===== src/hw/cpu16_pkg.sv =====
// CPU16 shared definitions
`default_nettype none

package cpu16_pkg;

	// Memory depth is 2**ADDR_WIDTH words unless the top level overrides it.
	localparam int DEFAULT_ADDR_WIDTH = 8;

	// Opcodes sit in the top nibble of an instruction word.
	typedef enum logic [3:0] {
		OP_NOP  = 4'h0,
		OP_LDI  = 4'h1,
		OP_MOV  = 4'h2,
		OP_ADD  = 4'h3,
		OP_SUB  = 4'h4,
		OP_AND  = 4'h5,
		OP_OR   = 4'h6,
		OP_XOR  = 4'h7,
		OP_LD   = 4'h8,
		OP_ST   = 4'h9,
		OP_JZ   = 4'ha,
		OP_HALT = 4'hb
	} opcode_t;

	// Destination or address register in rd, source register in rs.
	typedef struct packed {
		opcode_t    opcode;
		logic [2:0] rd;
		logic [2:0] rs;
		logic [5:0] unused;
	} instr_t;

	localparam instr_t NOP_INSTRUCTION = '0;

	// r7 doubles as the program counter.
	localparam logic [2:0] PC_REG = 3'd7;

	// Register file strobes, all load and increment vectors active low.
	typedef struct packed {
		logic [7:0] ld_alu_b;
		logic [7:0] ld_mem_b;
		logic [7:0] ld_pipe_b;
		logic [7:0] inc_b;
		logic [2:0] a_sel;
		logic [2:0] b_sel;
		logic [2:0] m_sel;
		logic [2:0] maddr_sel;
		logic       m_en_b;
	} rf_ctrl_t;

	// Memory output enable and write, active low.
	typedef struct packed {
		logic oe_b;
		logic wr_b;
	} mem_ctrl_t;

	typedef struct packed {
		logic c;
		logic z;
		logic s;
	} flags_t;

	// Wishbone classic request from the host master.
	typedef struct packed {
		logic        cyc;
		logic        stb;
		logic        we;
		logic [8:0]  adr;
		logic [15:0] dat;
	} wb_req_t;

	// In the host map adr[8] picks the register space over memory.
	localparam int         REG_SPACE_BIT = 8;
	localparam logic [7:0] CTRL_ADDR     = 8'h00;
	localparam logic [7:0] STATUS_ADDR   = 8'h01;

endpackage

`default_nettype wire


===== src/hw/host_regs.sv =====
// Wishbone host registers
`default_nettype none

module host_regs #(
	parameter int ADDR_WIDTH = cpu16_pkg::DEFAULT_ADDR_WIDTH
) (
	input  logic                  CLK,
	input  logic                  RSTb,
	input  cpu16_pkg::wb_req_t    wb_req,
	output logic [15:0]           wb_dat_r,
	output logic                  wb_ack,
	input  logic                  halted,
	input  cpu16_pkg::flags_t     flags,
	output logic                  start,
	output logic [ADDR_WIDTH-1:0] mem_addr,
	output logic [15:0]           mem_wdata,
	output logic                  mem_we,
	input  logic [15:0]           mem_rdata
);
	import cpu16_pkg::*;

	logic        new_req;
	logic        reg_space;
	logic        halted_q;
	logic        running_q;
	flags_t      flags_q;
	logic [15:0] status;
	logic [15:0] reg_rdata;

	// A request is new until its ack goes out.
	assign new_req   = wb_req.cyc && wb_req.stb && !wb_ack;
	assign reg_space = wb_req.adr[REG_SPACE_BIT];

	// Memory read data lines up with the ack.
	assign mem_addr  = wb_req.adr[ADDR_WIDTH-1:0];
	assign mem_wdata = wb_req.dat;
	assign mem_we    = new_req && wb_req.we && !reg_space;

	// STATUS holds running, S, Z, C and halted from bit 4 down.
	assign status    = {11'h000, running_q, flags_q.s, flags_q.z, flags_q.c, halted_q};
	assign reg_rdata = (wb_req.adr[7:0] == STATUS_ADDR) ? status : 16'h0000;
	assign wb_dat_r  = reg_space ? reg_rdata : mem_rdata;

	always_ff @(posedge CLK) begin
		if (!RSTb) begin
			wb_ack    <= 1'b0;
			start     <= 1'b0;
			halted_q  <= 1'b0;
			running_q <= 1'b0;
			flags_q   <= '0;
		end else begin
			wb_ack <= new_req;
			// A write of CTRL bit 0 starts a run and STATUS ignores writes.
			start  <= new_req && wb_req.we && reg_space &&
				(wb_req.adr[7:0] == CTRL_ADDR) && wb_req.dat[0];
			if (start) begin
				running_q <= 1'b1;
				halted_q  <= 1'b0;
			end else if (halted) begin
				running_q <= 1'b0;
				halted_q  <= 1'b1;
				flags_q   <= flags;
			end
		end
	end

endmodule

`default_nettype wire


===== config.mk =====
export PLATFORM = sky130hd
export DESIGN_NAME = host_regs
export DESIGN_NICKNAME = d
export VERILOG_FILES = /design/src/hw/cpu16_pkg.sv /design/src/hw/host_regs.sv
export SDC_FILE = /design/constraint.sdc
export NUM_CORES = 1
export LEC_CHECK = 0
export BUFFER_PORTS_ARGS = -buffer_cell sky130_fd_sc_hd__buf_2
export CORE_UTILIZATION = 31
export CTS_CLUSTER_DIAMETER = 200
export DETAILED_ROUTE_END_ITERATION = 10
export GPL_TIMING_DRIVEN = 1
export PLACE_DENSITY = 0.92
export SKIP_CTS_REPAIR_TIMING = 1
export SLEW_MARGIN = 20
export SYNTH_ARGS = -nofsm -noshare
export SYNTH_HDL_FRONTEND = slang
export SYNTH_SLANG_ARGS = --single-unit

===== constraint.sdc =====
create_clock -name CLK -period 3 [get_ports CLK]
set_input_delay 0.75 -clock CLK [delete_from_list [all_inputs] [get_ports CLK]]
set_output_delay 0.75 -clock CLK [all_outputs]
set_load 0.02 [all_outputs]

==> flow_summary.yaml <==
outcome:
  status: "finished, final reports clean"
placement:
  dp_slack_ps: 456
  io_buffer_count: 62
  dp_hpwl_mm: 1.42
  placed_area_um2: 785
  gp_congestion: 0.616
logic_synthesis:
  ys_ff_latch: 7
  yosysWarnings: 0
  syn_inst: 79
  synth_top_area_cell: "buf_4"
  avgSynthCellArea_um2: 8.00
  synth_area_leaders: "buf_4, dfxtp_1, nor2b_1"
  synth_fp_nets: 129
  ys_seq_area_share_pct: 22.2
  synth_cell_types: 19
  yosysTopAreaCellShare_pct: 28.5
  synthesis.area_um2: 632
global_route:
  grt_first_pass_wirelength_mm: 2.11
  grt_max_degree: 24
  antenna_found_initial: 0
  grt_use_met1_pct: 9.77
  grt_overflow: 0
  met2_usage_pct: 31.7
  grt.busiest_layer: "met2"
  grt_pass1_vias: 549
  grtUsageTotal_pct: 14.2
  use_met3_pct: 5.38
flow_run:
  cap_violations: 0
timing:
  relSlewSlack_pct: 76.1
  setup_ws_ps: 469
  tns_ps: 0
  finClkSkew_ps: 5.00
  period_needed_ps: 2530
  fmax_mhz: 395
  rsz0062_at_grt: "false"
  final-hold-violation-count: 0
  final_max_slew_viol_count: 0
  finalCritPeriodShare_pct: 84.4
  tightest_slew_ps: 359
  setup_viol: 0
routing:
  via_count: 649
  drcViolationCount: 0
  dr.pass1.iters: 4
  routed_wl_mm: 1.67
  vias_per_cell: 4.51
  drtAntennaViolNets: 0
  drtIter0Drc: 7
  wl_per_cell_um: 11.6
clocking:
  numCtsBuffers: 3
  htreeDepth: 1
  root_buffer: "clkbuf_4"
  cts_tree: "built"
  clk_latency_ps: 250
  cts.reportedPaths.clkPinSlew_ps: 60
  clk_path_buf_depth: 2
  cts_sinks: 7
worst_hold_path:
  hold_start: "start"
  hp-class: "reg -> reg"
pwr:
  power.leakage_nw: 0.461
  p_per_area_nw_per_um2: 343
  irDropWorstVdd_uv: 187
die:
  die_area_um2: 2220
  io_pins: 93
  placementRows: 15
  initial_core_util_pct: 34.7
  core_um2: 1820
  die_w_um: 47.1
  die_h_um: 47.1
finish:
  diodes: 0
  drive_gt1_share_pct: 56.3
  utilization_pct: 44.5
  layout_common_cells: "buf_2, nor2b_1, dfxtp_1"
  final_cell_area_um2: 811
  final_common_cell: "buf_2"
  fin_nets: 170
  syn2layout_area_growth_pct: 28.3
critical_path:
  timing.rr.start: "start"
  cp-start-kind: "input port"
  crit_arrival_ps: 1780
  setup.worst_path.class: "in -> out"
  crit_start: "wb_req[21]"
  critPathCaptureType: "output pin"
  cp.required_ps: 2250
  cp_max_fo: 5
## kinds of logic (layout without fill, tap and decap cells)
group                  after synthesis  count (layout)  share of synthesized area [%]
buffers and inverters               31              71                           32.9
DFF                                  7               7                           22.2
muxes                                3               3                           4.75
and+or+nand+nor                     32              32                           34.1
AOI/OAI and AO/OA                    6               6                           6.14
## cell usage after synthesis
| library cell | instances |
|---|---|
| inv_1 | 5 |
| clkbuf_2 | 1 |
| nand3b_1 | 1 |
| nand2_1 | 5 |
| nor4_4 | 1 |
| nor2b_1 | 15 |
| clkbuf_1 | 1 |
| buf_4 | 24 |
| o22ai_1 | 5 |
| and2b_1 | 1 |
| mux2i_1 | 3 |
| and4b_1 | 1 |
| dfxtp_1 | 7 |
| nand4b_2 | 1 |
| nor2_1 | 3 |
| nor3_1 | 1 |
| o21a_1 | 1 |
| nand4b_1 | 2 |
| nor3b_1 | 1 |
## through the flow
stage	power (mW)	hold slack (ps)	cells
floorplan	0.186	475	79
global placement	0.191	475	140
detailed placement	0.194	474	140
CTS	0.284	481	144
global route	0.295	528	144
finish	0.278	480	144
## report_power, final
| part | switching [mW] | internal [mW] | total, mW |
|---|---|---|---|
| combinational | 0.0517 | 0.0403 | 0.0921 |
| clock | 0.0361 | 0.0509 | 0.0869 |
| sequential | 0.00211 | 0.0970 | 0.0991 |
| total | 0.0899 | 0.188 | 0.278 |
## critical path, stage by stage
cell and delay (ps):
buf_2 120, nor4_4 300, nand4b_2 210, o22ai_1 210, buf_2 200
## flip-flops by register name, indices dropped and copies added (netlist names)
| register | count |
|---|---|
| flags_q | 3 |
| running_q | 1 |
| wb_ack | 1 |
| halted_q | 1 |
| start | 1 |
## final cells by class
cell class,count,area (µm²)
Inverter,5,18.8
Clock buffer,4,26.3
Fill cell,192,1010
Tap cell,25,31.3
Sequential cell,7,140
Multi-Input combinational cell,41,284
Timing Repair Buffer,62,310
## routing by layer
layer | part of all wire [%] | vias up
li1 | - | 313
met1 | 32 | 293
met2 | 58 | 43
met3 | 9.5 | 0
met4 | 0 | 0
met5 | 0 | -
## path summary, 6_finish.rpt
check | cells after the start | slack (ps) | end
min | 1 | 480 | halted_q
min reg2reg | 1 | 480 | halted_q
max reg2reg | 3 | 1970 | flags_q[1]
max | 5 | 470 | wb_dat_r[3]
Note: power is estimated with default switching activity, not from simulation.
