==> src/hw/cpu16_pkg.sv <==
// CPU16 shared definitions
`default_nettype none

package cpu16_pkg;

	// Memory depth is 2**ADDR_WIDTH words unless the top level overrides it.
	localparam int DEFAULT_ADDR_WIDTH = 8;

	// Opcodes sit in the top nibble of an instruction word.
	typedef enum logic [3:0] {
		OP_NOP  = 4'h0,
		OP_LDI  = 4'h1,
		OP_MOV  = 4'h2,
		OP_ADD  = 4'h3,
		OP_SUB  = 4'h4,
		OP_AND  = 4'h5,
		OP_OR   = 4'h6,
		OP_XOR  = 4'h7,
		OP_LD   = 4'h8,
		OP_ST   = 4'h9,
		OP_JZ   = 4'ha,
		OP_HALT = 4'hb
	} opcode_t;

	// Destination or address register in rd, source register in rs.
	typedef struct packed {
		opcode_t    opcode;
		logic [2:0] rd;
		logic [2:0] rs;
		logic [5:0] unused;
	} instr_t;

	localparam instr_t NOP_INSTRUCTION = '0;

	// r7 doubles as the program counter.
	localparam logic [2:0] PC_REG = 3'd7;

	// Register file strobes, all load and increment vectors active low.
	typedef struct packed {
		logic [7:0] ld_alu_b;
		logic [7:0] ld_mem_b;
		logic [7:0] ld_pipe_b;
		logic [7:0] inc_b;
		logic [2:0] a_sel;
		logic [2:0] b_sel;
		logic [2:0] m_sel;
		logic [2:0] maddr_sel;
		logic       m_en_b;
	} rf_ctrl_t;

	// Memory output enable and write, active low.
	typedef struct packed {
		logic oe_b;
		logic wr_b;
	} mem_ctrl_t;

	typedef struct packed {
		logic c;
		logic z;
		logic s;
	} flags_t;

	// Wishbone classic request from the host master.
	typedef struct packed {
		logic        cyc;
		logic        stb;
		logic        we;
		logic [8:0]  adr;
		logic [15:0] dat;
	} wb_req_t;

	// In the host map adr[8] picks the register space over memory.
	localparam int         REG_SPACE_BIT = 8;
	localparam logic [7:0] CTRL_ADDR     = 8'h00;
	localparam logic [7:0] STATUS_ADDR   = 8'h01;

endpackage

`default_nettype wire

==> src/hw/register_file.sv <==
// Eight-entry register file
`default_nettype none

module register_file (
	input  logic                CLK,
	input  logic                RSTb,
	input  logic                clear,
	input  cpu16_pkg::rf_ctrl_t ctrl,
	input  logic [15:0]         alu_result,
	input  logic [15:0]         pipe_in,
	input  logic [15:0]         mem_in,
	output logic [15:0]         a_bus,
	output logic [15:0]         b_bus,
	output logic [15:0]         mem_data,
	output logic [15:0]         mem_addr
);

	logic [7:0][15:0] regs;

	// Each register picks one source per cycle.
	// Loads take priority over the increment.
	always_ff @(posedge CLK) begin
		if (!RSTb || clear) begin
			regs <= '0;
		end else begin
			for (int i = 0; i < 8; i++) begin
				if (!ctrl.ld_alu_b[i]) begin
					regs[i] <= alu_result;
				end else if (!ctrl.ld_mem_b[i]) begin
					regs[i] <= mem_in;
				end else if (!ctrl.ld_pipe_b[i]) begin
					regs[i] <= pipe_in;
				end else if (!ctrl.inc_b[i]) begin
					regs[i] <= regs[i] + 16'd1;
				end
			end
		end
	end

	// ALU operand buses.
	assign a_bus = regs[ctrl.a_sel];
	assign b_bus = regs[ctrl.b_sel];

	// Store data is driven only when enabled.
	assign mem_data = ctrl.m_en_b ? 16'h0000 : regs[ctrl.m_sel];

	// r7 here during fetch.
	assign mem_addr = regs[ctrl.maddr_sel];

endmodule

`default_nettype wire

==> config.mk <==
export PLATFORM = sky130hd
export DESIGN_NAME = register_file
export DESIGN_NICKNAME = d
export VERILOG_FILES = /design/src/hw/cpu16_pkg.sv /design/src/hw/register_file.sv
export SDC_FILE = /design/constraint.sdc
export NUM_CORES = 1
export LEC_CHECK = 0
export BUFFER_PORTS_ARGS = -buffer_cell sky130_fd_sc_hd__buf_2
export CORE_MARGIN = 1.5
export CORE_UTILIZATION = 25
export DETAILED_ROUTE_END_ITERATION = 10
export HOLD_SLACK_MARGIN = 0.03
export PLACE_DENSITY = 0.51
export SLEW_MARGIN = 20
export SYNTH_ARGS = -nofsm -noshare
export SYNTH_HDL_FRONTEND = slang
export SYNTH_SLANG_ARGS = --single-unit
==> constraint.sdc <==
create_clock -name CLK -period 1.9 [get_ports CLK]
set_input_delay 0.19 -clock CLK [delete_from_list [all_inputs] [get_ports CLK]]
set_output_delay 0.19 -clock CLK [all_outputs]
set_load 0.03 [all_outputs]
==> results by group <==
CTS
  • Reg clk slew, reported paths: 70 ps
  • CTS Buf Count: 17
  • Clk Tree Root Cell: clkbuf_16
  • CTS Hold Buffers Added: 0
  • H-tree Lvls: 4
  • CTS tree: built
  • CTS sink cnt: 128
  • Clk buf depth: 2
  • Clk Latency, worst-skew pair: 460 ps

Global route
  • Grt ovf: 0
  • Gr usage total: 26.4%
  • First-pass GRT wire length: between 100000 and 150000 µm
  • Vias in the first global route: 15610
  • Largest net degree at the start of global routing: 35
  • Initial antenna violation count: 11

Finish
  • Biggest register: regs
  • Register area: roughly 0.0028 mm²
  • Biggest regs: regs: 128 flops
  • # fillers: 5996
  • Largest register FFs: 128
  • Area Overhead vs Synth: 31.8%
  • Final Util: 33.2%
  • Multi-input logic area: around 0.011 mm²
  • Ratio of cells with drive above 1 in the final layout: between 30 and 40%
  • NumNets Final: 2102

Pwr
  • Max IR drop VDD: 0.550 mV
  • Combinational Power Share: 34.8%
  • Clock group share of total power: 35.6%
  • Power per cell area: about 560 mW/mm²
  • Leakage: 7.12 nW
  • Int Pwr: 6.79 mW
  • Sw Share: 36.5%
  • Total power draw: 10.7 mW
  • Seq pwr share: 29.6%
  • Psw: 3.90 mW

Critical path
  • Crit. End Element: output port
  • CP max-delay cell: mux4_2
  • Max FO, Critical Path: 5
  • Worst-path cell chain: buf_6, mux4_2, mux2i_2, buf_4, nor2_4, buf_6
  • CP max stage delay: approximately 500 ps
  • Startpoint Class: register
  • Reg-to-reg slack, setup: around 10 ps
  • Arr. time, crit path: 1960 ps
  • CP Data Required Time: 1710 ps
  • WS Path Type: reg -> out
  • Crit path top cell by count: buf_6

STA
  • Final Hold Vio Count: 0
  • Fmax: 465 MHz
  • Worst-Margin Slew: 798 ps
  • Max transition margin: 46.8%
  • Final worst path period share: 113%
  • RSZ-0062 raised after global routing: true
  • Max Slew Vio Count: 0
  • Setup Viol. Count Final: 64
  • Setup TNS: -7240 ps
  • Final setup margin: -249 ps
  • Setup Skew: ~13 ps
  • Fin crit period: 2150 ps

Yosys
  • Post-synth top area cell: mux4_2
  • Largest cells by area after synthesis: mux4_2, dfxtp_1, a21oi_1
  • Top-area cell type share of the netlist area: 19.9%
  • Flop and latch count out of synthesis: 128
  • Count of different cell masters after synthesis: 71
  • Avg Cell Area, Syn: 8.09 µm²
  • Number of flops mapped to enable cells by yosys: 0
  • Top_reg_cell synth: dfxtp_1
  • Post-Syn Nets: 1900
  • Synth Warn #: 0
  • Register area share after synthesis: between 10% and 20%
  • Mapped cell area: between 0.01 and 0.015 mm²
  • Post-synth ARST share: 0%
  • Cell count after synthesis: about 1800

Die
  • Die H: 244 µm
  • DIE WIDTH: 244 µm
  • IO Count: 160
  • Starting Density: between 20 and 30%
  • Die ar.: approximately 0.06 mm²
  • Core ar.: 0.0576 mm²
  • Row cnt: 88

Drt
  • WL/cell: 29.0 µm
  • First-pass detailed-route iteration total: 6
  • Via density per instance: 6.22
  • 1st-iter DRT viols: 2205
  • DRC Markers: 0
  • Final wirelength: ~80000 µm
  • Remaining antenna violation count: 0
  • Vias: 17276

Status
  • Failing checks: setup timing
  • Outcome: finished with violations

Flow run
  • Max-cap violations: 0

Min path
  • Hold Crit Class: in -> reg

Place
  • HPWL after DPL: 59300 µm
  • RePlAce Congestion: 0.973
  • IO Port Bufs: 159
==> worst max-delay path: cells and delay by family, from the launching register on <==
family / cells / cell delay, ps
DFF: 1 / 330
muxes: 2 / 690
buffers and inverters: 3 / 450
and+or+nand+nor: 1 / 30
==> per-stage QoR <==
step | area [µm²] | worst slack [ps] | cells | hold WS [ps]
after floorplan | 14500 | 13.3 | 1796 | 336
after global placement | 17100 | 16.8 | 2700 | 525
after detailed placement | 17100 | 36.6 | 2700 | 541
after CTS | 18900 | -240 | 2769 | 75.1
after global routing | 19100 | -286 | 2777 | 127
final | 19100 | -249 | 2778 | 94.6
==> logic make-up after synthesis <==
kind of cell             count (synthesis)  share of synthesized area (%)
flip-flops                             128                           17.6
AND/OR/NAND/NOR                        528                           18.3
multiplexers                           247                           28.5
AO/OA/AOI/OAI                          583                           25.1
XOR/XNOR                                36                           2.17
buffers and inverters                  266                           7.51
adder cells (fa/ha/maj)                  8                          0.689
==> what timing repair did <==
action | 4_1_cts | 5_1_grt
pin swaps | 1 | 8
buffers inserted | 59 | 10
resized for setup | 338 | 54
endpoints found under the setup margin | 64 | 94
==> final timing paths <==
kind / start / to / cells after the start
min: ctrl[37] / regs[5]$_SDFFE_PP0P_ / 2
max: regs[54]$_SDFFE_PP0P_ / mem_data[6] / 6
max reg2reg: regs[36]$_SDFFE_PP0P_ / regs[44]$_SDFFE_PP0P_ / 7
min reg2reg: regs[95]$_SDFFE_PP0P_ / regs[95]$_SDFFE_PP0P_ / 1
==> power by group through the flow <==
stage	logic [mW]	registers, mW	clock network, mW
after floorplan	2.07	3.02	0
after CTS	3.63	3.13	3.82
final	3.72	3.16	3.81
after global routing	3.90	3.17	3.91
after global placement	3.30	3.16	0
after detailed placement	3.33	3.17	0
==> layout by cell type, fill, tap and decap left out, drive strengths merged, types with 14 or more instances in the layout <==
| cell | instances |
|---|---|
| dfxtp | 128 |
| nand2 | 109 |
| nor2 | 150 |
| o221ai | 23 |
| or3 | 26 |
| o22ai | 34 |
| clkbuf | 23 |
| a21oi | 172 |
| nand3 | 69 |
| o21ai | 131 |
| a31oi | 58 |
| a211oi | 44 |
| nor2b | 24 |
| xor2 | 15 |
| o211ai | 18 |
| inv | 42 |
| mux2i | 63 |
| mux4 | 128 |
| nand3b | 16 |
| xnor2 | 21 |
| buf | 405 |
| nor3 | 28 |
| nand4 | 32 |
| nand2b | 14 |
| mux2 | 56 |
==> layer usage <==
| metal | part of all wire (%) | track usage (%) | wire [µm] |
|---|---|---|---|
| met2 | 42 | 38.3 | 33600 |
| met5 | 0.10 | 0 | 82 |
| met4 | 4.4 | 10.8 | 3560 |
| met1 | 41 | 37.0 | 33300 |
| met3 | 12 | 6.77 | 9890 |
==> layout make-up <==
cell class                 count  area share [%]
tap                          765            5.00
inverter                      44           0.863
sequential                   128            14.6
clock buffer                  23            2.60
antenna                        2          0.0261
multi-input combinational   1402            58.8
clock inverter                 9           0.797
timing repair buffer         405            17.3
==> cell usage after synthesis, types with 29 or more instances <==
cell / n
o22ai_1: 34
mux2i_1: 63
nor2_1: 150
buf_2: 31
nand3_1: 69
nand2_1: 109
a21oi_1: 172
o21ai_0: 131
mux4_2: 128
inv_1: 42
clkbuf_1: 146
dfxtp_1: 128
buf_1: 29
a31oi_1: 58
mux2_2: 56
nand4_1: 31
a211oi_1: 44
Power figures use the tool's default switching activity.
