[src/hw/cpu16_pkg.sv]
// CPU16 shared definitions
`default_nettype none

package cpu16_pkg;

	// Memory depth is 2**ADDR_WIDTH words unless the top level overrides it.
	localparam int DEFAULT_ADDR_WIDTH = 8;

	// Opcodes sit in the top nibble of an instruction word.
	typedef enum logic [3:0] {
		OP_NOP  = 4'h0,
		OP_LDI  = 4'h1,
		OP_MOV  = 4'h2,
		OP_ADD  = 4'h3,
		OP_SUB  = 4'h4,
		OP_AND  = 4'h5,
		OP_OR   = 4'h6,
		OP_XOR  = 4'h7,
		OP_LD   = 4'h8,
		OP_ST   = 4'h9,
		OP_JZ   = 4'ha,
		OP_HALT = 4'hb
	} opcode_t;

	// Destination or address register in rd, source register in rs.
	typedef struct packed {
		opcode_t    opcode;
		logic [2:0] rd;
		logic [2:0] rs;
		logic [5:0] unused;
	} instr_t;

	localparam instr_t NOP_INSTRUCTION = '0;

	// r7 doubles as the program counter.
	localparam logic [2:0] PC_REG = 3'd7;

	// Register file strobes, all load and increment vectors active low.
	typedef struct packed {
		logic [7:0] ld_alu_b;
		logic [7:0] ld_mem_b;
		logic [7:0] ld_pipe_b;
		logic [7:0] inc_b;
		logic [2:0] a_sel;
		logic [2:0] b_sel;
		logic [2:0] m_sel;
		logic [2:0] maddr_sel;
		logic       m_en_b;
	} rf_ctrl_t;

	// Memory output enable and write, active low.
	typedef struct packed {
		logic oe_b;
		logic wr_b;
	} mem_ctrl_t;

	typedef struct packed {
		logic c;
		logic z;
		logic s;
	} flags_t;

	// Wishbone classic request from the host master.
	typedef struct packed {
		logic        cyc;
		logic        stb;
		logic        we;
		logic [8:0]  adr;
		logic [15:0] dat;
	} wb_req_t;

	// In the host map adr[8] picks the register space over memory.
	localparam int         REG_SPACE_BIT = 8;
	localparam logic [7:0] CTRL_ADDR     = 8'h00;
	localparam logic [7:0] STATUS_ADDR   = 8'h01;

endpackage

`default_nettype wire

[src/hw/alu16.sv]
// 16-bit ALU with flags
`default_nettype none

module alu16 (
	input  logic               CLK,
	input  logic               RSTb,
	input  logic               clear,
	input  cpu16_pkg::opcode_t op,
	input  logic               b_from_pipe_b,
	input  logic [15:0]        a,
	input  logic [15:0]        b,
	input  logic [15:0]        pipe,
	output logic [15:0]        result,
	output cpu16_pkg::flags_t  flags
);
	import cpu16_pkg::*;

	logic [15:0] b_operand;
	logic [16:0] wide;
	logic        flag_we;

	// Low selects the pipeline constant.
	assign b_operand = b_from_pipe_b ? b : pipe;

	// Bit 16 holds carry for ADD and borrow for SUB.
	always_comb begin
		wide = {1'b0, b_operand};
		case (op)
			OP_ADD: begin
				wide = {1'b0, a} + {1'b0, b_operand};
			end
			OP_SUB: begin
				wide = {1'b0, a} - {1'b0, b_operand};
			end
			OP_AND: begin
				wide = {1'b0, a & b_operand};
			end
			OP_OR: begin
				wide = {1'b0, a | b_operand};
			end
			OP_XOR: begin
				wide = {1'b0, a ^ b_operand};
			end
			default: begin
				// MOV, LDI and JZ pass B.
			end
		endcase
	end

	assign result = wide[15:0];

	// Only register-to-register operations touch the flags.
	assign flag_we = (op == OP_MOV) || (op == OP_ADD) || (op == OP_SUB) ||
		(op == OP_AND) || (op == OP_OR) || (op == OP_XOR);

	always_ff @(posedge CLK) begin
		if (!RSTb || clear) begin
			flags <= '0;
		end else if (flag_we) begin
			flags.c <= wide[16];
			flags.z <= (wide[15:0] == 16'h0000);
			flags.s <= wide[15];
		end
	end

endmodule

`default_nettype wire

[config.mk]
export PLATFORM = sky130hd
export DESIGN_NAME = alu16
export DESIGN_NICKNAME = d
export VERILOG_FILES = /design/src/hw/cpu16_pkg.sv /design/src/hw/alu16.sv
export SDC_FILE = /design/constraint.sdc
export NUM_CORES = 1
export LEC_CHECK = 0
export ABC_AREA = 1
export BUFFER_PORTS_ARGS = -buffer_cell sky130_fd_sc_hd__buf_2
export CORE_UTILIZATION = 30
export CTS_CLUSTER_SIZE = 8
export DETAILED_ROUTE_END_ITERATION = 12
export GPL_TIMING_DRIVEN = 0
export PLACE_DENSITY_LB_ADDON = 0.12
export SLEW_MARGIN = 5
export SYNTH_ARGS = -nofsm -noshare
export SYNTH_HDL_FRONTEND = slang
export SYNTH_SLANG_ARGS = --single-unit
[constraint.sdc]
create_clock -name CLK -period 3 [get_ports CLK]
set_clock_uncertainty 0.1 [all_clocks]
set_input_delay 0.15 -clock CLK [delete_from_list [all_inputs] [get_ports CLK]]
set_output_delay 0.15 -clock CLK [all_outputs]
set_load 0.05 [all_outputs]
==> results of run 1 <==
critical path: stages:
cell and delay, ns:
buf_12 0.10, inv_12 0.04, buf_8 0.11, or2_4 0.24
o21a_4 0.14, inv_4 0.06, ha_4 0.12, nand2_2 0.05
inv_2 0.06, nand3_4 0.07, nor2_4 0.12, nand4_1 0.17
nand2_1 0.12, xor2_1 0.16, ha_1 0.30, nand2_2 0.12
inv_1 0.04, nand2_1 0.05, nand2_1 0.04, a21oi_1 0.15
nand2_1 0.07, nand2_1 0.05, nand3_1 0.13, nand2_1 0.12
nand2_1 0.07, inv_1 0.06, buf_4 0.10, buf_6 0.14
cells by family after synthesis:
group	after synthesis	share of synthesized area, %
and+or+nand+nor	282	40.5
adders and majority gates	51	21.2
DFF	3	1.98
AOI/OAI and AO/OA	63	11.8
xor gates and xnor gates	15	4.32
buffers and inverters	144	20.1
layer usage:
layer  part of all wire (%)  vias to the layer above
li1                       -                     1943
met3                    4.4                        2
met4                   0.14                        0
met1                     50                     1537
met2                     46                       71
met5                      0                        -
synthesized netlist by cell type (all sizes together):
master / count
a211oi: 1
a21oi: 24
a221oi: 1
a31oi: 1
and2: 3
buf: 20
clkbuf: 5
clkinv: 1
dfxtp: 3
fa: 1
ha: 50
inv: 118
nand2: 164
nand3: 33
nand3b: 6
nand4: 9
nor2: 45
nor3: 5
nor3b: 2
o211ai: 5
o21a: 1
o21ai: 29
o31ai: 1
or2: 15
xnor2: 1
xor2: 14
through the flow:
step | setup WS [ns] | instances
after global routing | -0.675 | 804
final | -0.436 | 804
after floorplan | -0.0627 | 558
after global placement | -1.01 | 765
after detailed placement | -1.03 | 765
after CTS | -0.426 | 798
layout make-up:
| class | count | share of cell area, % |
|---|---|---|
| multi-input combinational | 411 | 60.6 |
| timing repair buffer | 110 | 18.2 |
| inverter | 119 | 10.9 |
| tap | 133 | 3.93 |
| buffer | 24 | 3.85 |
| sequential | 3 | 1.42 |
| clock buffer | 4 | 1.06 |
power breakdown:
| group | switching [W] | internal [W] |
|---|---|---|
| Sequential | 0.000000351 | 0.0000410 |
| Clock | 0.0000290 | 0.0000908 |
| Combinational | 0.000557 | 0.000370 |
| Total | 0.000586 | 0.000502 |
worst paths after layout:
kind | start | endpoint | slack (ns) | cells past startpoint
min | clear | flags[0] | 0.13 | 4
max reg2reg | flags[0] | flags[0] | 2.24 | 2
max | b_from_pipe_b | result[13] | -0.44 | 28
min reg2reg | flags[2] | flags[2] | 0.37 | 2
timing repair:
action	4_1_cts	5_1_grt
pin swaps	31	16
endpoints found under the setup margin	17	17
resized for setup	72	21
setup buffers	38	6
==> reports/qor.csv, run 1 <==
stage,metric,value,unit
drt,antenna_left,0,
clocking,cts_root_buf,clkbuf_8,
floorplan,die_area,0.0105,mm2
critical_path,crit_path_end_kind,primary output,
finish,final_area,0.00423,mm2
global_routing,antenna_found_initial,0,
clocking,clk_path_buf_depth,2,
yosys,synth_area_leaders,"ha_1, nand2_1, inv_1, nand3_1, nor2_1",
critical_path,crit_arrival,3.19,ns
drt,drt-pass1-iter-count,4,
sta,setup_viol,14,
power_and_ir_drop,p_leak,2.43,nW
clocking,cts_tree,done,
finish,largest_reg_flops,3,
status,status,finished with violations,
hold_path,hold_class,in2reg,
global_routing,grt_use_met1,28.3,%
clocking,insertion_delay,0.22,ns
drt,drtIter0Drc,129,
floorplan,io_pins,75,
global_routing,overflow,0,
floorplan,core_area,0.00977,mm2
global_routing,grt_pass1_vias,3419,
finish,diodes,0,
clocking,postCtsHoldBufs,0,
job,drv_cap,0,
finish,drive_above_1_share,30.4,%
sta,timing.fmax,291,MHz
yosys,ys_seq_area_share,1.98,%
finish,syn_to_final_growth,39.2,%
yosys,syn_nets,665,
place,port_buffers,74,
global_routing,grt_pass1_wl,16500,um
sta,fin_setup_tns,-3.38,ns
floorplan,die_h,103,um
critical_path,required,2.75,ns
yosys,syn_inst,558,
yosys,synth_top_area_cell,ha_1,
drt,vias,3553,
drt,drc_errors,0,
power_and_ir_drop,peakVddDrop,0.222,mV
finish,fillers,1105,
power_and_ir_drop,powerDensity,257,mW/mm2
sta,rsz0062_at_grt,true,
global_routing,grt_use_met2,34.3,%
floorplan,die_w,103,um
sta,final.min_clock_period,3.44,ns
clocking,cts_buffers,3,
yosys,yosysWarningCount,0,
sta,slew_headroom,63.6,%
critical_path,criticalPathCategory,in2out,
sta,slew_violations,0,
clocking,h-tree-depth,1,
finish,fin_nets,779,
sta,worst_slack,-0.436,ns
drt,via_per_inst,4.42,
finish,largest_registers,flags: 3 flops,
finish,mostFrequentLayoutCells,"nand2_1, inv_1, buf_2",
drt,wl,9870,um
sta,holdWs,0.128,ns
status,violations,negative setup slack,
place,postPlaceCellArea,0.00363,mm2
finish,multi_input_area,0.00256,mm2
global_routing,met3_usage,0.746,%
yosys,syn_area,0.00304,mm2
sta,fin_crit_sh,115,%
yosys,synth_top_area_share,20.6,%
finish,final_common_cell,nand2_1,
finish,seq_area,60.1,um2
finish,max_flop_register,flags,
clocking,clock_sinks,3,
yosys,ys_ff_latch,3,
floorplan,placement_rows,36,
power_and_ir_drop,p_total,0.00109,W
place,gp_congestion,0.846,
global_routing,gr-max-usage-layer,met2,
critical_path,start_kind,primary input,
yosys,yosys.cell_types.count,38,
floorplan,initial_core_util,31.1,%
finish,utilization,43.3,%
clocking,path_clk_slew,0.03,ns
global_routing,grt_max_degree,11,
drt,wl_per_cell,12.3,um
global_routing,grt_usage,19.9,%
sta,worst-slew-pin-transition,0.546,ns
sta,finalHoldViolations,0,
place,dp_hpwl,8060,um
yosys,synth.avg_cell_area,5.45,um2
critical_path,worst-path-max-fanout,6,
Note: power is estimated with default switching activity, not from simulation.
==> inputs of run 2 (changes only) <==
- ABC_AREA: 1 -> unset
==> reports/qor.csv, run 2 <==
stage,metric,value,unit,change
finish,mostFrequentLayoutCells,"buf_2, buf_4, ha_1",,
global_routing,grt_usage,20.4,%,+0.48 points
drt,via_per_inst,5.10,,+16%
clocking,cts_buffers,3,,unchanged
finish,largest_registers,flags: 3 flops,,
floorplan,core_area,0.00933,mm2,-4.6%
clocking,h-tree-depth,1,,unchanged
yosys,yosysWarningCount,0,,unchanged
sta,slew_headroom,66.3,%,+2.7 points
critical_path,r2r-start,flags[2],,
drt,wl,10300,um,+4.3%
yosys,synthArstFlopShare,0,%,unchanged
clocking,insertion_delay,0.22,ns,about the same
yosys,synth_area_leaders,"ha_1, xnor2_1, buf_4, inv_1, nor2_1",,
place,place_ws,-1.29,ns,-0.263 ns
drt,vias,3170,,-11%
finish,utilization,48.2,%,+4.9 points
sta,fin_crit_sh,118,%,+3.5 points
status,violations,negative setup slack,,
hold_path,hold_end,flags[1],,
critical_path,crit_path_max_incr_delay,0.45,ns,+0.15 ns
global_routing,grt_pass1_wl,16000,um,-3.2%
clocking,path_clk_slew,0.03,ns,about the same
floorplan,placement_rows,35,,-2.8%
yosys,yosys-top-cells-count,"ha_1, inv_1, nor2_1, nand2_1",,
floorplan,die_w,101,um,-2.0%
global_routing,antenna_found_initial,0,,unchanged
critical_path,critical-path-top-delay-family,simple AND/OR/NAND/NOR gates,,
clocking,clock_sinks,3,,unchanged
critical_path,required,2.75,ns,about the same
floorplan,die_h,101,um,-2.0%
critical_path,reg2reg_depth,2,,unchanged
floorplan,io_pins,75,,unchanged
finish,fin_nets,600,,-23%
sta,timing.fmax,282,MHz,-2.9%
yosys,synth_top_area_share,21.5,%,+0.87 points
power_and_ir_drop,peakVddDrop,0.156,mV,-30%
yosys,syn_area,0.00292,mm2,-4.1%
place,dp_hpwl,7750,um,-3.9%
sta,rsz0062_at_grt,true,,
finish,final_common_cell,buf_2,,
critical_path,criticalPathCategory,in2out,,
critical_path,cp_slowest_cell,or4_4,,
critical_path,start_kind,primary input,,
critical_path,worst-path-max-fanout,7,,+1
sta,setup_viol,15,,+1
drt,wl_per_cell,16.6,um,+35%
critical_path,timing.rr.end,flags[2],,
finish,max_flop_register,flags,,
yosys,synth_ff_type,dfxtp_1,,
drt,drt-pass1-iter-count,4,,unchanged
yosys,synth.avg_cell_area,7.67,um2,+41%
critical_path,r2r_slack,2.28,ns,+0.04 ns
yosys,synth_most_common_cell,ha_1,,
critical_path,crit_arrival,3.29,ns,+0.10 ns
critical_path,critical_path_buf_inv_count,6,,-3
clocking,cts_root_buf,clkbuf_8,,
finish,syn_to_final_growth,54.3,%,
yosys,ys_seq_area_share,2.06,%,+0.084 points
drt,drtIter0Drc,158,,+22%
floorplan,initial_core_util,31.3,%,+0.16 points
drt,antenna_left,0,,unchanged
finish,drive_above_1_share,50.0,%,+20 points
clocking,clk_path_buf_depth,2,,unchanged
yosys,synth_enable_flop_cells,0,,unchanged
hold_path,whs_path_depth,3,,-1
hold_path,hold_class,in2reg,,
global_routing,grt_max_degree,20,,+9
power_and_ir_drop,p_leak,2.02,nW,-17%
yosys,syn_nets,487,,-27%
finish,fillers,951,,-14%
finish,diodes,0,,unchanged
sta,worst_slack,-0.540,ns,-0.104 ns
sta,final.min_clock_period,3.54,ns,+0.104 ns
drt,drc_errors,0,,unchanged
sta,slew_violations,0,,unchanged
critical_path,crit_cells,19,,-32%
yosys,synth_top_area_cell,ha_1,,
critical_path,crit_path_end_kind,primary output,,
hold_path,hp-start,clear,,
finish,largest_reg_flops,3,,unchanged
status,status,finished with violations,,
place,gp_congestion,0.870,,+2.9%
global_routing,grt_pass1_vias,3215,,-6.0%
yosys,syn_inst,380,,-32%
finish,multi_input_area,0.00297,mm2,+16%
yosys,ys_ff_latch,3,,unchanged
power_and_ir_drop,powerDensity,292,mW/mm2,+13%
critical_path,worstPathCellList,buf_16 > buf_12 > mux2_4 > inv_4 > ha_4 > nand3_4 > inv_4 > nor2_4 > xnor2_2 > ha_1 > a21oi_2 > nand2_1 > o21ai_2 > a31o_1 > o22ai_2 > or4_4 > nand3_4 > buf_6 > buf_8,,
floorplan,die_area,0.0101,mm2,-4.0%
place,port_buffers,72,,-2.7%
sta,worst-slew-pin-transition,0.504,ns,-0.0426 ns
sta,finalHoldViolations,0,,unchanged
yosys,yosys.cell_types.count,74,,+95%
job,drv_cap,0,,unchanged
clocking,cts_tree,done,,
finish,seq_area,60.1,um2,unchanged
global_routing,overflow,0,,unchanged
run 2: timing repair:
action                                  in CTS  in global routing
hold buffers                                 0                  0
endpoints found under the setup margin      18                 17
setup buffers                               30                  8
cloned                                       0                  0
resized for setup                           85                 29
pin swaps                                   35                 10
run 2: cell families after synthesis:
logic type	count (synthesis)	synth area share (%)
muxes	19	7.25
DFF	3	2.06
adders and majority gates	51	22.1
AOI/OAI and AO/OA	102	27.6
buffers and inverters	72	13.1
xor gates and xnor gates	22	6.61
and+or+nand+nor	111	21.2
run 2: routing by layer:
layer | share of wire (%) | vias up | global-route usage (%)
met1 | 44 | 1492 | 25.3
met2 | 50 | 74 | 38.0
met3 | 3.1 | 19 | 1.53
met4 | 2.2 | 0 | 4.57
met5 | 0 | - | 0
li1 | - | 1585 | -
run 2: layout make-up:
type / instances / area share [%]
plain buffers: 32 / 6.59
flip-flops and latches: 3 / 1.34
multi-input cells: 305 / 66.0
inverters: 38 / 3.28
well taps: 129 / 3.59
clock buffers: 4 / 1.00
repair buffers: 110 / 18.2
run 2: power by group:
part	leakage, nW	internal, W	total (W)	switching [W]
clock network	0.0228	0.0000908	0.000120	0.0000290
registers	0.0243	0.0000410	0.0000413	0.000000325
logic	1.97	0.000531	0.00115	0.000620
run 2: stage by stage:
stage	setup TNS [ns]	hold slack (ns)	total power, W	area, um2	instances
floorplan	-1.42	0.221	0.000722	3070	380
global placement	-15.05	0.345	0.000911	3590	581
detailed placement	-15.39	0.337	0.000918	3590	581
CTS	-4.62	0.121	0.00124	4260	613
global route	-6.77	0.132	0.00141	4500	621
finish	-4.44	0.123	0.00131	4500	621
run 2: worst max path at each step:
stage	to	from	slack [ns]
6_report	result[15]	b_from_pipe_b	-0.54
5_1_grt	result[15]	b_from_pipe_b	-0.70
4_1_cts	result[15]	b_from_pipe_b	-0.52
3_5_place_dp	flags[1]	op[0]	-1.29
3_3_place_gp	flags[1]	op[0]	-1.29
2_1_floorplan	result[15]	op[0]	-0.25
run 2: worst reg2reg max path, cell delays in order (launching register included):
cell	delay, ns
dfxtp_1	0.30
a22oi_1	0.16
nor2_1	0.05
