File: src/hw/cpu16_pkg.sv
// CPU16 shared definitions
`default_nettype none

package cpu16_pkg;

	// Memory depth is 2**ADDR_WIDTH words unless the top level overrides it.
	localparam int DEFAULT_ADDR_WIDTH = 8;

	// Opcodes sit in the top nibble of an instruction word.
	typedef enum logic [3:0] {
		OP_NOP  = 4'h0,
		OP_LDI  = 4'h1,
		OP_MOV  = 4'h2,
		OP_ADD  = 4'h3,
		OP_SUB  = 4'h4,
		OP_AND  = 4'h5,
		OP_OR   = 4'h6,
		OP_XOR  = 4'h7,
		OP_LD   = 4'h8,
		OP_ST   = 4'h9,
		OP_JZ   = 4'ha,
		OP_HALT = 4'hb
	} opcode_t;

	// Destination or address register in rd, source register in rs.
	typedef struct packed {
		opcode_t    opcode;
		logic [2:0] rd;
		logic [2:0] rs;
		logic [5:0] unused;
	} instr_t;

	localparam instr_t NOP_INSTRUCTION = '0;

	// r7 doubles as the program counter.
	localparam logic [2:0] PC_REG = 3'd7;

	// Register file strobes, all load and increment vectors active low.
	typedef struct packed {
		logic [7:0] ld_alu_b;
		logic [7:0] ld_mem_b;
		logic [7:0] ld_pipe_b;
		logic [7:0] inc_b;
		logic [2:0] a_sel;
		logic [2:0] b_sel;
		logic [2:0] m_sel;
		logic [2:0] maddr_sel;
		logic       m_en_b;
	} rf_ctrl_t;

	// Memory output enable and write, active low.
	typedef struct packed {
		logic oe_b;
		logic wr_b;
	} mem_ctrl_t;

	typedef struct packed {
		logic c;
		logic z;
		logic s;
	} flags_t;

	// Wishbone classic request from the host master.
	typedef struct packed {
		logic        cyc;
		logic        stb;
		logic        we;
		logic [8:0]  adr;
		logic [15:0] dat;
	} wb_req_t;

	// In the host map adr[8] picks the register space over memory.
	localparam int         REG_SPACE_BIT = 8;
	localparam logic [7:0] CTRL_ADDR     = 8'h00;
	localparam logic [7:0] STATUS_ADDR   = 8'h01;

endpackage

`default_nettype wire

File: src/hw/pipeline16.sv
// Three-stage pipeline controller
`default_nettype none

module pipeline16 (
	input  logic                  CLK,
	input  logic                  RSTb,
	input  logic                  start,
	input  logic [15:0]           memory_in,
	input  cpu16_pkg::flags_t     flags,
	output cpu16_pkg::opcode_t    alu_op,
	output logic [15:0]           pout,
	output cpu16_pkg::rf_ctrl_t   rf_ctrl,
	output cpu16_pkg::mem_ctrl_t  mem_ctrl,
	output logic                  halted
);
	import cpu16_pkg::*;

	instr_t stage0;
	instr_t stage1;
	instr_t stage2;
	instr_t mem_word;
	instr_t fetched;
	logic   running;
	logic   stall;
	logic   fetch_q;
	logic   fetch_en;
	logic   flush;
	logic   hold;
	logic   busy;

	// Instructions that need the shared memory port for a second word.
	function automatic logic is_multi(input instr_t word);
		return (word.opcode == OP_LDI) || (word.opcode == OP_LD) || (word.opcode == OP_ST);
	endfunction

	assign mem_word = instr_t'(memory_in);
	// Memory data is only an instruction when last cycle was a fetch.
	assign fetched  = fetch_q ? mem_word : NOP_INSTRUCTION;

	// Taken jump or halt kills the younger stages.
	assign flush = ((stage1.opcode == OP_JZ) && flags.z) || (stage1.opcode == OP_HALT);
	// First cycle of a multi-word instruction holds the pipe.
	assign hold  = is_multi(stage1) && !stall;
	// Keep the port free while a multi-word instruction moves toward execute.
	assign busy  = (fetch_q && is_multi(mem_word)) || is_multi(stage0) || hold;
	assign fetch_en = running && !flush && !busy;

	// Halt is reported the cycle after it executes.
	assign halted = (stage2.opcode == OP_HALT);

	// Execute decode of stage1 plus the fetch strobes.
	always_comb begin
		rf_ctrl       = '1;
		rf_ctrl.a_sel = stage1.rd;
		rf_ctrl.b_sel = stage1.rs;
		mem_ctrl      = '1;
		alu_op        = OP_NOP;
		pout          = '0;
		case (stage1.opcode)
			OP_MOV, OP_ADD, OP_SUB, OP_AND, OP_OR, OP_XOR: begin
				alu_op = stage1.opcode;
				rf_ctrl.ld_alu_b[stage1.rd] = 1'b0;
			end
			OP_LDI: begin
				if (!stall) begin
					// Constant word follows the opcode.
					rf_ctrl.maddr_sel     = PC_REG;
					rf_ctrl.inc_b[PC_REG] = 1'b0;
					mem_ctrl.oe_b         = 1'b0;
				end else begin
					alu_op = OP_LDI;
					pout   = memory_in;
					rf_ctrl.ld_pipe_b[stage1.rd] = 1'b0;
				end
			end
			OP_LD: begin
				if (!stall) begin
					rf_ctrl.maddr_sel = stage1.rs;
					mem_ctrl.oe_b     = 1'b0;
				end else begin
					rf_ctrl.ld_mem_b[stage1.rd] = 1'b0;
				end
			end
			OP_ST: begin
				// Store rs at the address in rd.
				if (!stall) begin
					rf_ctrl.maddr_sel = stage1.rd;
					rf_ctrl.m_sel     = stage1.rs;
					rf_ctrl.m_en_b    = 1'b0;
					mem_ctrl.wr_b     = 1'b0;
				end
			end
			OP_JZ: begin
				// ALU passes B so r7 takes rs.
				if (flags.z) begin
					alu_op = OP_JZ;
					rf_ctrl.ld_alu_b[PC_REG] = 1'b0;
				end
			end
			default: begin
			end
		endcase
		if (fetch_en) begin
			rf_ctrl.maddr_sel     = PC_REG;
			rf_ctrl.inc_b[PC_REG] = 1'b0;
			mem_ctrl.oe_b         = 1'b0;
		end
	end

	always_ff @(posedge CLK) begin
		if (!RSTb) begin
			stage0  <= NOP_INSTRUCTION;
			stage1  <= NOP_INSTRUCTION;
			stage2  <= NOP_INSTRUCTION;
			running <= 1'b0;
			stall   <= 1'b0;
			fetch_q <= 1'b0;
		end else if (start) begin
			stage0  <= NOP_INSTRUCTION;
			stage1  <= NOP_INSTRUCTION;
			stage2  <= NOP_INSTRUCTION;
			running <= 1'b1;
			stall   <= 1'b0;
			fetch_q <= 1'b0;
		end else begin
			stall   <= hold;
			fetch_q <= fetch_en;
			stage2  <= stage1;
			if (flush) begin
				stage0 <= NOP_INSTRUCTION;
				stage1 <= NOP_INSTRUCTION;
				if (stage1.opcode == OP_HALT) begin
					running <= 1'b0;
				end
			end else if (!hold) begin
				stage1 <= stage0;
				stage0 <= fetched;
			end
		end
	end

endmodule

`default_nettype wire

File: config.mk
export PLATFORM = sky130hd
export DESIGN_NAME = pipeline16
export DESIGN_NICKNAME = d
export VERILOG_FILES = /design/src/hw/cpu16_pkg.sv /design/src/hw/pipeline16.sv
export SDC_FILE = /design/constraint.sdc
export NUM_CORES = 1
export LEC_CHECK = 0
export ABC_CLOCK_PERIOD_IN_PS = 1300
export BUFFER_PORTS_ARGS = -buffer_cell sky130_fd_sc_hd__buf_2
export CORE_MARGIN = 3
export CORE_UTILIZATION = 40
export CTS_CLUSTER_DIAMETER = 60
export CTS_CLUSTER_SIZE = 28
export DETAILED_ROUTE_END_ITERATION = 10
export PLACE_DENSITY = 0.76
export SLEW_MARGIN = 10
export SYNTH_ARGS = -nofsm -noshare
export SYNTH_HDL_FRONTEND = slang
export SYNTH_SLANG_ARGS = --single-unit
File: constraint.sdc
create_clock -name CLK -period 1.3 [get_ports CLK]
set_input_delay 0.195 -clock CLK [delete_from_list [all_inputs] [get_ports CLK]]
set_output_delay 0.195 -clock CLK [all_outputs]
set_load 0.05 [all_outputs]
==> results of run 1 <==
stage by stage:
stage	cells	utilization	hold slack, ns	TNS (ns)	setup WS [ns]
floorplan	227	-	0.323	-4.37	-0.226
global placement	375	0.703	0.429	-17.94	-0.325
detailed placement	375	0.703	0.425	-19.49	-0.348
CTS	391	0.910	0.140	-26.60	-0.523
kinds of logic after synthesis:
kind of cell           Yosys count  synth area share
AO/OA/AOI/OAI                   33             0.126
other                            1           0.00232
AND/OR/NAND/NOR                125             0.407
buffers and inverters           35             0.129
flip-flops                      27             0.335
cells in the mapped netlist (2+ instances only):
library cell / count
sky130_fd_sc_hd__o21ai_0: 7
sky130_fd_sc_hd__nor2b_1: 4
sky130_fd_sc_hd__inv_1: 5
sky130_fd_sc_hd__nand4_1: 3
sky130_fd_sc_hd__a21oi_1: 20
sky130_fd_sc_hd__nand2_1: 52
sky130_fd_sc_hd__and3_1: 2
sky130_fd_sc_hd__nor3_1: 2
sky130_fd_sc_hd__buf_2: 8
sky130_fd_sc_hd__dfxtp_1: 27
sky130_fd_sc_hd__nor2_1: 8
sky130_fd_sc_hd__nand4b_1: 2
sky130_fd_sc_hd__and3b_1: 2
sky130_fd_sc_hd__or2_2: 3
sky130_fd_sc_hd__nand3_1: 12
sky130_fd_sc_hd__and2_1: 23
sky130_fd_sc_hd__buf_4: 16
sky130_fd_sc_hd__clkbuf_1: 5
sky130_fd_sc_hd__nor3b_1: 6
repair_timing:
item / CTS
setup buffers: 8
pin swaps: 32
endpoints found under the setup margin: 79
cloned: 4
resized for setup: 191
==> flow_summary.rst, run 1 <==
.. list-table::
   :header-rows: 1

   * - Metric
     - Value
   * - CTS Hold Buffers Added
     - 0
   * - Number of primary I/O pins
     - 90
   * - Post-Syn Area
     - 0.00162 mm2
   * - Half-perimeter wire length after placement
     - 3.78 mm
   * - Total clock buffers created by CTS
     - 3
   * - X dimension of the die
     - 69.5 um
   * - Sequential element share of the synthesized area
     - 0.335
   * - First Err
     - [ERROR DPL-0033] detailed placement checks failed during check placement.
   * - Post-synthesis cell count
     - 221
   * - Placed cell area
     - 0.00265 mm2
   * - Maximum number of buffers from clock root to sink
     - 2
   * - Cell types with the largest area share after synthesis
     - sky130_fd_sc_hd__dfxtp_1 33%, sky130_fd_sc_hd__nand2_1 12%, sky130_fd_sc_hd__and2_1 8.9%
   * - Fraction of synthesis flops using an asynchronous set or reset pin
     - 0
   * - Maximum number of pins on one net before global-route repair
     - 21
   * - Antenna violations before repair
     - 0
   * - Area fraction of the dominant cell type after synthesis
     - 0.335
   * - Starting density of the core
     - 0.428
   * - Synth Flop Type
     - sky130_fd_sc_hd__dfxtp_1
   * - Placer Congestion
     - 0.815
   * - Vertical die dimension
     - 69.5 um
   * - Number of I/O port buffers
     - 80
   * - Top cell type by total area after synthesis
     - sky130_fd_sc_hd__dfxtp_1
   * - Root Buffer Master
     - sky130_fd_sc_hd__clkbuf_8
   * - Post-synthesis area per instance
     - 7.31 um2
   * - Yosys synthesis warning count
     - 0
   * - Worst endpoint after global-route timing repair
     - rf_ctrl[20]
   * - Number of flops mapped to enable cells by yosys
     - 0
   * - Result of the run
     - did not finish
   * - Stage reached
     - 5_1_grt
   * - Worst endpoint kind after the last repair
     - top-level output
   * - Yosys reg bits
     - 27
   * - TritonCTS Sinks
     - 27
   * - Number of rows created at floorplan
     - 22
   * - H-tree levels
     - 1
   * - Synth cell types
     - 33
==> run 2: changes to the inputs <==
- ABC_CLOCK_PERIOD_IN_PS: 1300 -> 1700
- CTS_CLUSTER_DIAMETER: 60 -> default
- CTS_CLUSTER_SIZE: 28 -> default
- PLACE_DENSITY: 0.76 -> default
- PLACE_DENSITY_LB_ADDON: default -> 0.15
- clock period: 1.3 -> 1.7 ns (I/O delays scaled with it)
==> run 2 against run 1 <==
Against the previous run:
- synthesized cell count is the same
- the flow now finishes, with violations (negative setup slack)
- area after synthesis unchanged
==> flow_summary.rst, run 2 <==
.. list-table::
   :header-rows: 1

   * - Metric
     - Value
   * - Number of flops mapped to enable cells by yosys
     - 0 (unchanged)
   * - X dimension of the die
     - 69.5 um (unchanged)
   * - Total core area
     - 0.00377 mm2
   * - Total number of nets in the final design
     - 343
   * - Clk_skew
     - 0.00104 ns
   * - Yosys synthesis warning count
     - 0 (unchanged)
   * - Register bank with the most flops
     - stage0
   * - CP max stage delay
     - 0.40 ns
   * - Wire length of the first global-routing pass
     - 7.79 mm
   * - Worst-path cell chain
     - buf_4, buf_6, and3_4, nand2_4, or2_4, buf_2
   * - Most used cells in the layout excluding fill and tap cells
     - 45 x sky130_fd_sc_hd__buf_4, 42 x sky130_fd_sc_hd__nand2_1, 31 x sky130_fd_sc_hd__buf_2, 29 x sky130_fd_sc_hd__buf_6, 20 x sky130_fd_sc_hd__dfxtp_1
   * - Number of I/O port buffers
     - 80 (unchanged)
   * - Total clock buffers created by CTS
     - 3 (unchanged)
   * - Number of rows created at floorplan
     - 22 (unchanged)
   * - Setup Crit Path Kind
     - register to output pin
   * - Switching share of power
     - 0.258
   * - Type of the worst min-delay path
     - input port to register
   * - Synth Flop Type
     - sky130_fd_sc_hd__dfxtp_1
   * - Worst hold path depth
     - 2
   * - Clock-pin slew reported for the worst setup and hold paths after clock tree synthesis
     - 0.09 ns
   * - Vertical die dimension
     - 69.5 um (unchanged)
   * - Worst Hold Margin
     - 0.213 ns
   * - Worst slew pin tran
     - 0.640 ns
   * - Area growth from synthesis to layout
     - 77.1%
   * - Sum Neg Setup Slack
     - -4.04 ns
   * - Maximum net fanout on the critical path
     - 6
   * - Max IR drop VDD
     - 0.256 mV
   * - Crit path capture type
     - output pin
   * - Half-perimeter wire length after placement
     - 3.20 mm (-15%)
   * - Post-Syn Area
     - 0.00162 mm2 (unchanged)
   * - CTS tree
     - built
   * - Root Buffer Master
     - sky130_fd_sc_hd__clkbuf_8
   * - Detailed-routing iteration count for the pre-antenna-repair pass
     - 4
   * - Maximum number of pins on one net before global-route repair
     - 21
   * - Most common cell in the synthesized netlist
     - sky130_fd_sc_hd__nand2_1
   * - Remaining global-route overflow
     - 0
   * - Number of primary I/O pins
     - 90 (unchanged)
   * - Routed len/inst
     - 13.9 um
   * - Total detailed-routing wirelength
     - 5.12 mm
   * - Violated checks
     - negative setup slack
   * - Skew-Pair Late Insertion Delay
     - 0.27 ns
   * - Layout Utilization
     - 0.759
   * - Sequential element share of the synthesized area
     - 0.335 (unchanged)
   * - Highest achievable clock rate
     - 536 MHz
   * - Max reg flops
     - 10
   * - Setup repair after global routing missed its margin
     - true
   * - Critical Path Source Type
     - register
   * - CTS Hold Buffers Added
     - 0 (unchanged)
   * - Die area
     - 0.00484 mm2
   * - Maximum number of buffers from clock root to sink
     - 2 (unchanged)
   * - Overall power
     - 0.00115 W
   * - Cell with the largest stage delay on the worst path
     - sky130_fd_sc_hd__dfxtp_4
   * - Overall track demand over capacity in global routing
     - 0.193
   * - Cell types with the largest area share after synthesis
     - sky130_fd_sc_hd__dfxtp_1 33%, sky130_fd_sc_hd__nand2_1 12%, sky130_fd_sc_hd__and2_1 8.9%
   * - Proportion of layout cells with a drive suffix above 1
     - 0.581
   * - Static Leak
     - 1.28 nW
   * - WP data required
     - 1.44 ns
   * - Crit path time final
     - 1.87 ns
   * - Yosys reg bits
     - 27 (unchanged)
   * - Fraction of synthesis flops using an asynchronous set or reset pin
     - 0 (unchanged)
   * - Starting density of the core
     - 0.428 (unchanged)
   * - Max-cap violations
     - 0
   * - Placer Congestion
     - 0.802 (-1.6%)
   * - Result of the run
     - finished, violations left
   * - Arrival time reported for the critical path endpoint
     - 1.61 ns
   * - Final cycle utilization of the critical path
     - 1.10
   * - H-tree levels
     - 1 (unchanged)
   * - Final count of negative-setup-slack endpoints
     - 42
   * - Final number of hold-violating endpoints
     - 0
   * - DRC marker count from the first detailed-route iteration
     - 77
   * - Most common cell after layout, fill and taps aside
     - sky130_fd_sc_hd__buf_4
   * - Final Worst Setup Slack
     - -0.166 ns
   * - Leading post-synthesis cells by instance count
     - 52 x sky130_fd_sc_hd__nand2_1, 27 x sky130_fd_sc_hd__dfxtp_1, 23 x sky130_fd_sc_hd__and2_1
   * - Post-synthesis area per instance
     - 7.31 um2 (unchanged)
   * - Post-synthesis cell count
     - 221 (unchanged)
   * - Post-detailed-route via-to-cell ratio
     - 4.93
   * - Antenna violations before repair
     - 0
   * - Via count
     - 1815
   * - Clk pwr share
     - 0.313
   * - Cell area power density
     - 403 mW/mm2
   * - Switching power of the nets
     - 0.000297 W
   * - Top cell type by total area after synthesis
     - sky130_fd_sc_hd__dfxtp_1
   * - Portion of total power attributed to combinational logic
     - 0.136
   * - Register share of total power
     - 0.551
   * - Via count of the first global-routing pass
     - 1719
   * - TritonCTS Sinks
     - 27 (unchanged)
   * - Number of DRC violations after detailed routing
     - 0
   * - Count of cells along the worst register-to-register path
     - 9
   * - Total count of max-transition violations in the final report
     - 0
   * - Antenna fix cells
     - 0
   * - P_int
     - 0.000855 W
   * - Synth cell types
     - 33 (unchanged)
   * - Antenna viol nets, final
     - 0
   * - Area fraction of the dominant cell type after synthesis
     - 0.335 (unchanged)
   * - Max_slew headroom
     - 0.573
run 2: cell counts after synthesis:
No cell type changed its count.
run 2: final timing paths:
check	start	slack, ns	endpoint
max reg2reg	stage1[15]$_SDFFE_PP0N_	0.11	rf_ctrl[12]$_SDFFE_PP0N_
min	RSTb	0.21	running$_SDFFE_PN0P_
min reg2reg	stage0[9]$_SDFFE_PP0N_	0.45	rf_ctrl[10]$_SDFFE_PP0N_
max	stage1[12]$_SDFFE_PP0N_	-0.17	rf_ctrl[5]
run 2: final cells by class:
class / count / area (um2)
multi-input cells: 165 / 1120
clock buffers: 3 / 41.3
clock inverters: 1 / 5.00
inverters: 5 / 18.8
repair buffers: 119 / 1050
well taps: 48 / 60.1
flip-flops and latches: 27 / 559
fillers: 274 / 910
run 2: layer usage:
layer | global-route usage | up-vias | wire length [um]
li1 | - | 906 | -
met1 | 0.245 | 822 | 2180
met2 | 0.322 | 79 | 2510
met3 | 0.0449 | 8 | 354
met4 | 0.0586 | 0 | 74
met5 | 0 | - | 0
run 2: through the flow:
step                std cells  setup WS (ns)  cell area (um2)
global placement          351        -0.0400             2170
CTS                       364         -0.155             2640
finish                    368         -0.166             2860
global route              368         -0.241             2860
floorplan                 227         -0.230             1680
detailed placement        351        -0.0726             2170
run 2: logic make-up after synthesis:
logic type / Yosys count / synth area share
DFF: 27 / 0.335
buffers and inverters: 35 / 0.129
and+or+nand+nor: 125 / 0.407
other: 1 / 0.00232
AOI/OAI and AO/OA: 33 / 0.126
run 2: power groups by stage:
stage	Combinational, W	Clock [W]	Sequential (W)
floorplan	0.0000986	0	0.000654
global route	0.000167	0.000397	0.000636
detailed placement	0.000130	0	0.000655
CTS	0.000139	0.000370	0.000634
global placement	0.000129	0	0.000655
finish	0.000156	0.000361	0.000635
run 2: worst max-delay path: cells and delay by family, from the launching register on:
family / cells / cell delay, ns
and+or+nand+nor: 3 / 0.50
buffers and inverters: 3 / 0.43
DFF: 1 / 0.40
run 2: repair_timing:
action                                  CTS  global route
resized for setup                       119            44
endpoints found under the setup margin   53            71
gates cloned                              0             2
pin swaps                                 6            11
buffers inserted                          9             5
Power figures use the tool's default switching activity.
==> run 3: changes to the inputs <==
- HOLD_SLACK_MARGIN: default -> 0.15
- SETUP_SLACK_MARGIN: default -> 0.15
==> run 3 against run 2 <==
Against the previous run:
- the flow still finishes with violations (negative setup slack)
- clock power up 2%
- largest power group unchanged
- first-iteration DRC count up 68%
- via count up 12%
- global-route usage up 1.9 points
- sequential share of layout area down 3.1 points
==> flow_summary.rst, run 3 (synthesis gave the netlist of run 2 again) <==
.. list-table::
   :header-rows: 1

   * - Metric
     - Value
   * - Result of the run
     - finished, violations left
   * - Violated checks
     - negative setup slack
   * - Number of primary I/O pins
     - 90 (unchanged)
   * - Highest achievable clock rate
     - 524 MHz (-2.3%)
   * - Final Worst Setup Slack
     - -0.209 ns (-0.0431 ns)
   * - Count of cells along the worst register-to-register path
     - 8 (-1)
   * - Max reg flops
     - 10 (unchanged)
   * - Routed len/inst
     - 18.3 um (+32%)
   * - Number of I/O port buffers
     - 80 (unchanged)
   * - WP data required
     - 1.44 ns (about the same)
   * - Via count
     - 2031 (+12%)
   * - Detailed-routing iteration count for the pre-antenna-repair pass
     - 4 (unchanged)
   * - Final number of hold-violating endpoints
     - 0 (unchanged)
   * - Proportion of layout cells with a drive suffix above 1
     - 0.738 (+0.157)
   * - H-tree levels
     - 1 (unchanged)
   * - Max-cap violations
     - 0 (unchanged)
   * - Overall track demand over capacity in global routing
     - 0.212 (+0.0191)
   * - Antenna violations before repair
     - 0 (unchanged)
   * - Setup Crit Path Kind
     - register to output pin
   * - Setup repair after global routing missed its margin
     - true
   * - Area of all placed cells without fillers
     - 0.00344 mm2 (+20%)
   * - Vertical die dimension
     - 69.5 um (unchanged)
   * - Static Leak
     - 1.75 nW (+37%)
   * - Post-detailed-route via-to-cell ratio
     - 5.45 (+10%)
   * - X dimension of the die
     - 69.5 um (unchanged)
   * - Number of DRC violations after detailed routing
     - 0 (unchanged)
   * - Final count of negative-setup-slack endpoints
     - 47 (+12%)
   * - Critical Path Source Type
     - register
   * - Layout Utilization
     - 0.913 (+0.154)
   * - Maximum net fanout on the critical path
     - 8 (+2)
   * - Root Buffer Master
     - sky130_fd_sc_hd__clkbuf_8
   * - Die area
     - 0.00484 mm2 (unchanged)
   * - Total number of nets in the final design
     - 348 (+1.5%)
   * - Antenna fix cells
     - 0 (unchanged)
   * - TritonCTS Sinks
     - 27 (unchanged)
   * - Clock-pin slew reported for the worst setup and hold paths after clock tree synthesis
     - 0.09 ns (about the same)
   * - Number of rows created at floorplan
     - 22 (unchanged)
   * - Cell with the largest stage delay on the worst path
     - sky130_fd_sc_hd__dfxtp_4
   * - Uppermost routed layer
     - met4
   * - Filler cell count in the final layout
     - 138 (-50%)
   * - CP max stage delay
     - 0.38 ns (-0.02 ns)
   * - Met3 WL
     - 545 um (+54%)
   * - Sum Neg Setup Slack
     - -6.71 ns (-2.67 ns)
   * - Pre-CTS setup slack
     - -0.0416 ns (+0.0310 ns)
   * - Crit path time final
     - 1.91 ns (+0.0431 ns)
   * - DRC marker count from the first detailed-route iteration
     - 129 (+68%)
   * - Placer Congestion
     - 0.772 (-3.8%)
   * - Total core area
     - 0.00377 mm2 (unchanged)
   * - Clk_skew
     - 0.00339 ns (+0.00235 ns)
   * - Wire length of the first global-routing pass
     - 8.49 mm (+9.0%)
   * - Final cycle utilization of the critical path
     - 1.12 (+0.0253)
   * - Maximum number of pins on one net before global-route repair
     - 20 (-4.8%)
   * - Most used cells in the layout excluding fill and tap cells
     - 35 x sky130_fd_sc_hd__buf_8, 29 x sky130_fd_sc_hd__buf_6, 28 x sky130_fd_sc_hd__nand2_4, 27 x sky130_fd_sc_hd__buf_4, 26 x sky130_fd_sc_hd__buf_2
   * - M1 WL
     - 2.42 mm (+11%)
   * - Half-perimeter wire length after placement
     - 3.34 mm (+4.2%)
   * - Placed cell area
     - 0.00230 mm2 (+5.8%)
   * - Starting density of the core
     - 0.428 (unchanged)
   * - Total detailed-routing wirelength
     - 6.83 mm (+33%)
   * - Arrival time reported for the critical path endpoint
     - 1.65 ns (+0.04 ns)
   * - Worst-path cell chain
     - buf_6, nor4_4, and2_4, buf_12, nand2_4, buf_8
   * - Max IR drop VDD
     - 0.355 mV (+39%)
   * - Skew-Pair Late Insertion Delay
     - 0.27 ns (about the same)
   * - FF+latch area
     - 566 um2 (+1.1%)
   * - Total clock buffers created by CTS
     - 3 (unchanged)
   * - Worst hold path depth
     - 2 (unchanged)
   * - Kind of cell adding the most delay to the critical path
     - simple AND/OR/NAND/NOR gates
   * - Crit path capture type
     - output pin
   * - Register bank with the most flops
     - stage0
   * - Area growth from synthesis to layout
     - 113%
   * - Via count of the first global-routing pass
     - 1818 (+5.8%)
   * - Multi-input gate area
     - 0.00141 mm2 (+26%)
   * - CTS tree
     - built
   * - Most common cell after layout, fill and taps aside
     - sky130_fd_sc_hd__buf_8
   * - Worst Hold Margin
     - 0.227 ns (+0.0147 ns)
   * - Remaining global-route overflow
     - 0 (unchanged)
   * - Routed length on met2
     - 3.70 mm (+48%)
   * - Maximum number of buffers from clock root to sink
     - 2 (unchanged)
   * - CTS Hold Buffers Added
     - 0 (unchanged)
   * - Antenna viol nets, final
     - 0 (unchanged)
   * - Cell area power density
     - 337 mW/mm2 (-16%)
   * - CP Depth
     - 6 (unchanged)
   * - Total count of max-transition violations in the final report
     - 0 (unchanged)
   * - Type of the worst min-delay path
     - input port to register
   * - Buffering stage count on the worst path with inverters included
     - 3 (unchanged)
run 3: cell count changes in the layout (fill, tap and decap cells not counted), sizes merged:
cell	change
buf	+5
run 3: worst paths after layout:
kind,startpoint,end,slack [ns]
max,stage1[13]$_SDFFE_PP0N_,rf_ctrl[29],-0.21
min,RSTb,running$_SDFFE_PN0P_,0.23
min reg2reg,stage0[9]$_SDFFE_PP0N_,stage0[9]$_SDFFE_PP0N_,0.49
max reg2reg,stage1[14]$_SDFFE_PP0N_,rf_ctrl[12]$_SDFFE_PP0N_,0.06
run 3: report_power, final:
part           switching [W]  total [W]  internal [W]
combinational       0.000107   0.000161     0.0000541
sequential        0.00000529   0.000633      0.000628
clock               0.000203   0.000368      0.000164
total               0.000315    0.00116      0.000846
run 3: metal layers:
layer  vias up  track usage
li1        930            -
met1       957        0.283
met2       128        0.344
met3        16       0.0435
met4         0       0.0607
met5         -            0
run 3: final cells by class:
type	count	area share
clock buffers	3	0.0120
clock inverters	1	0.00145
inverters	5	0.00545
multi-input cells	165	0.410
flip-flops and latches	27	0.164
well taps	48	0.0174
repair buffers	124	0.389
run 3: what timing repair did:
item,4_1_cts,5_1_grt
resized for setup,158,112
cloned,0,4
pin swaps,12,54
endpoints found under the setup margin,54,73
buffers inserted,7,5
run 3: metrics by stage:
stage	cells	total power (W)
after global routing	373	0.00120
after CTS	364	0.00113
final	373	0.00116
after global placement	353	0.000783
after detailed placement	353	0.000784
after floorplan	227	0.000754
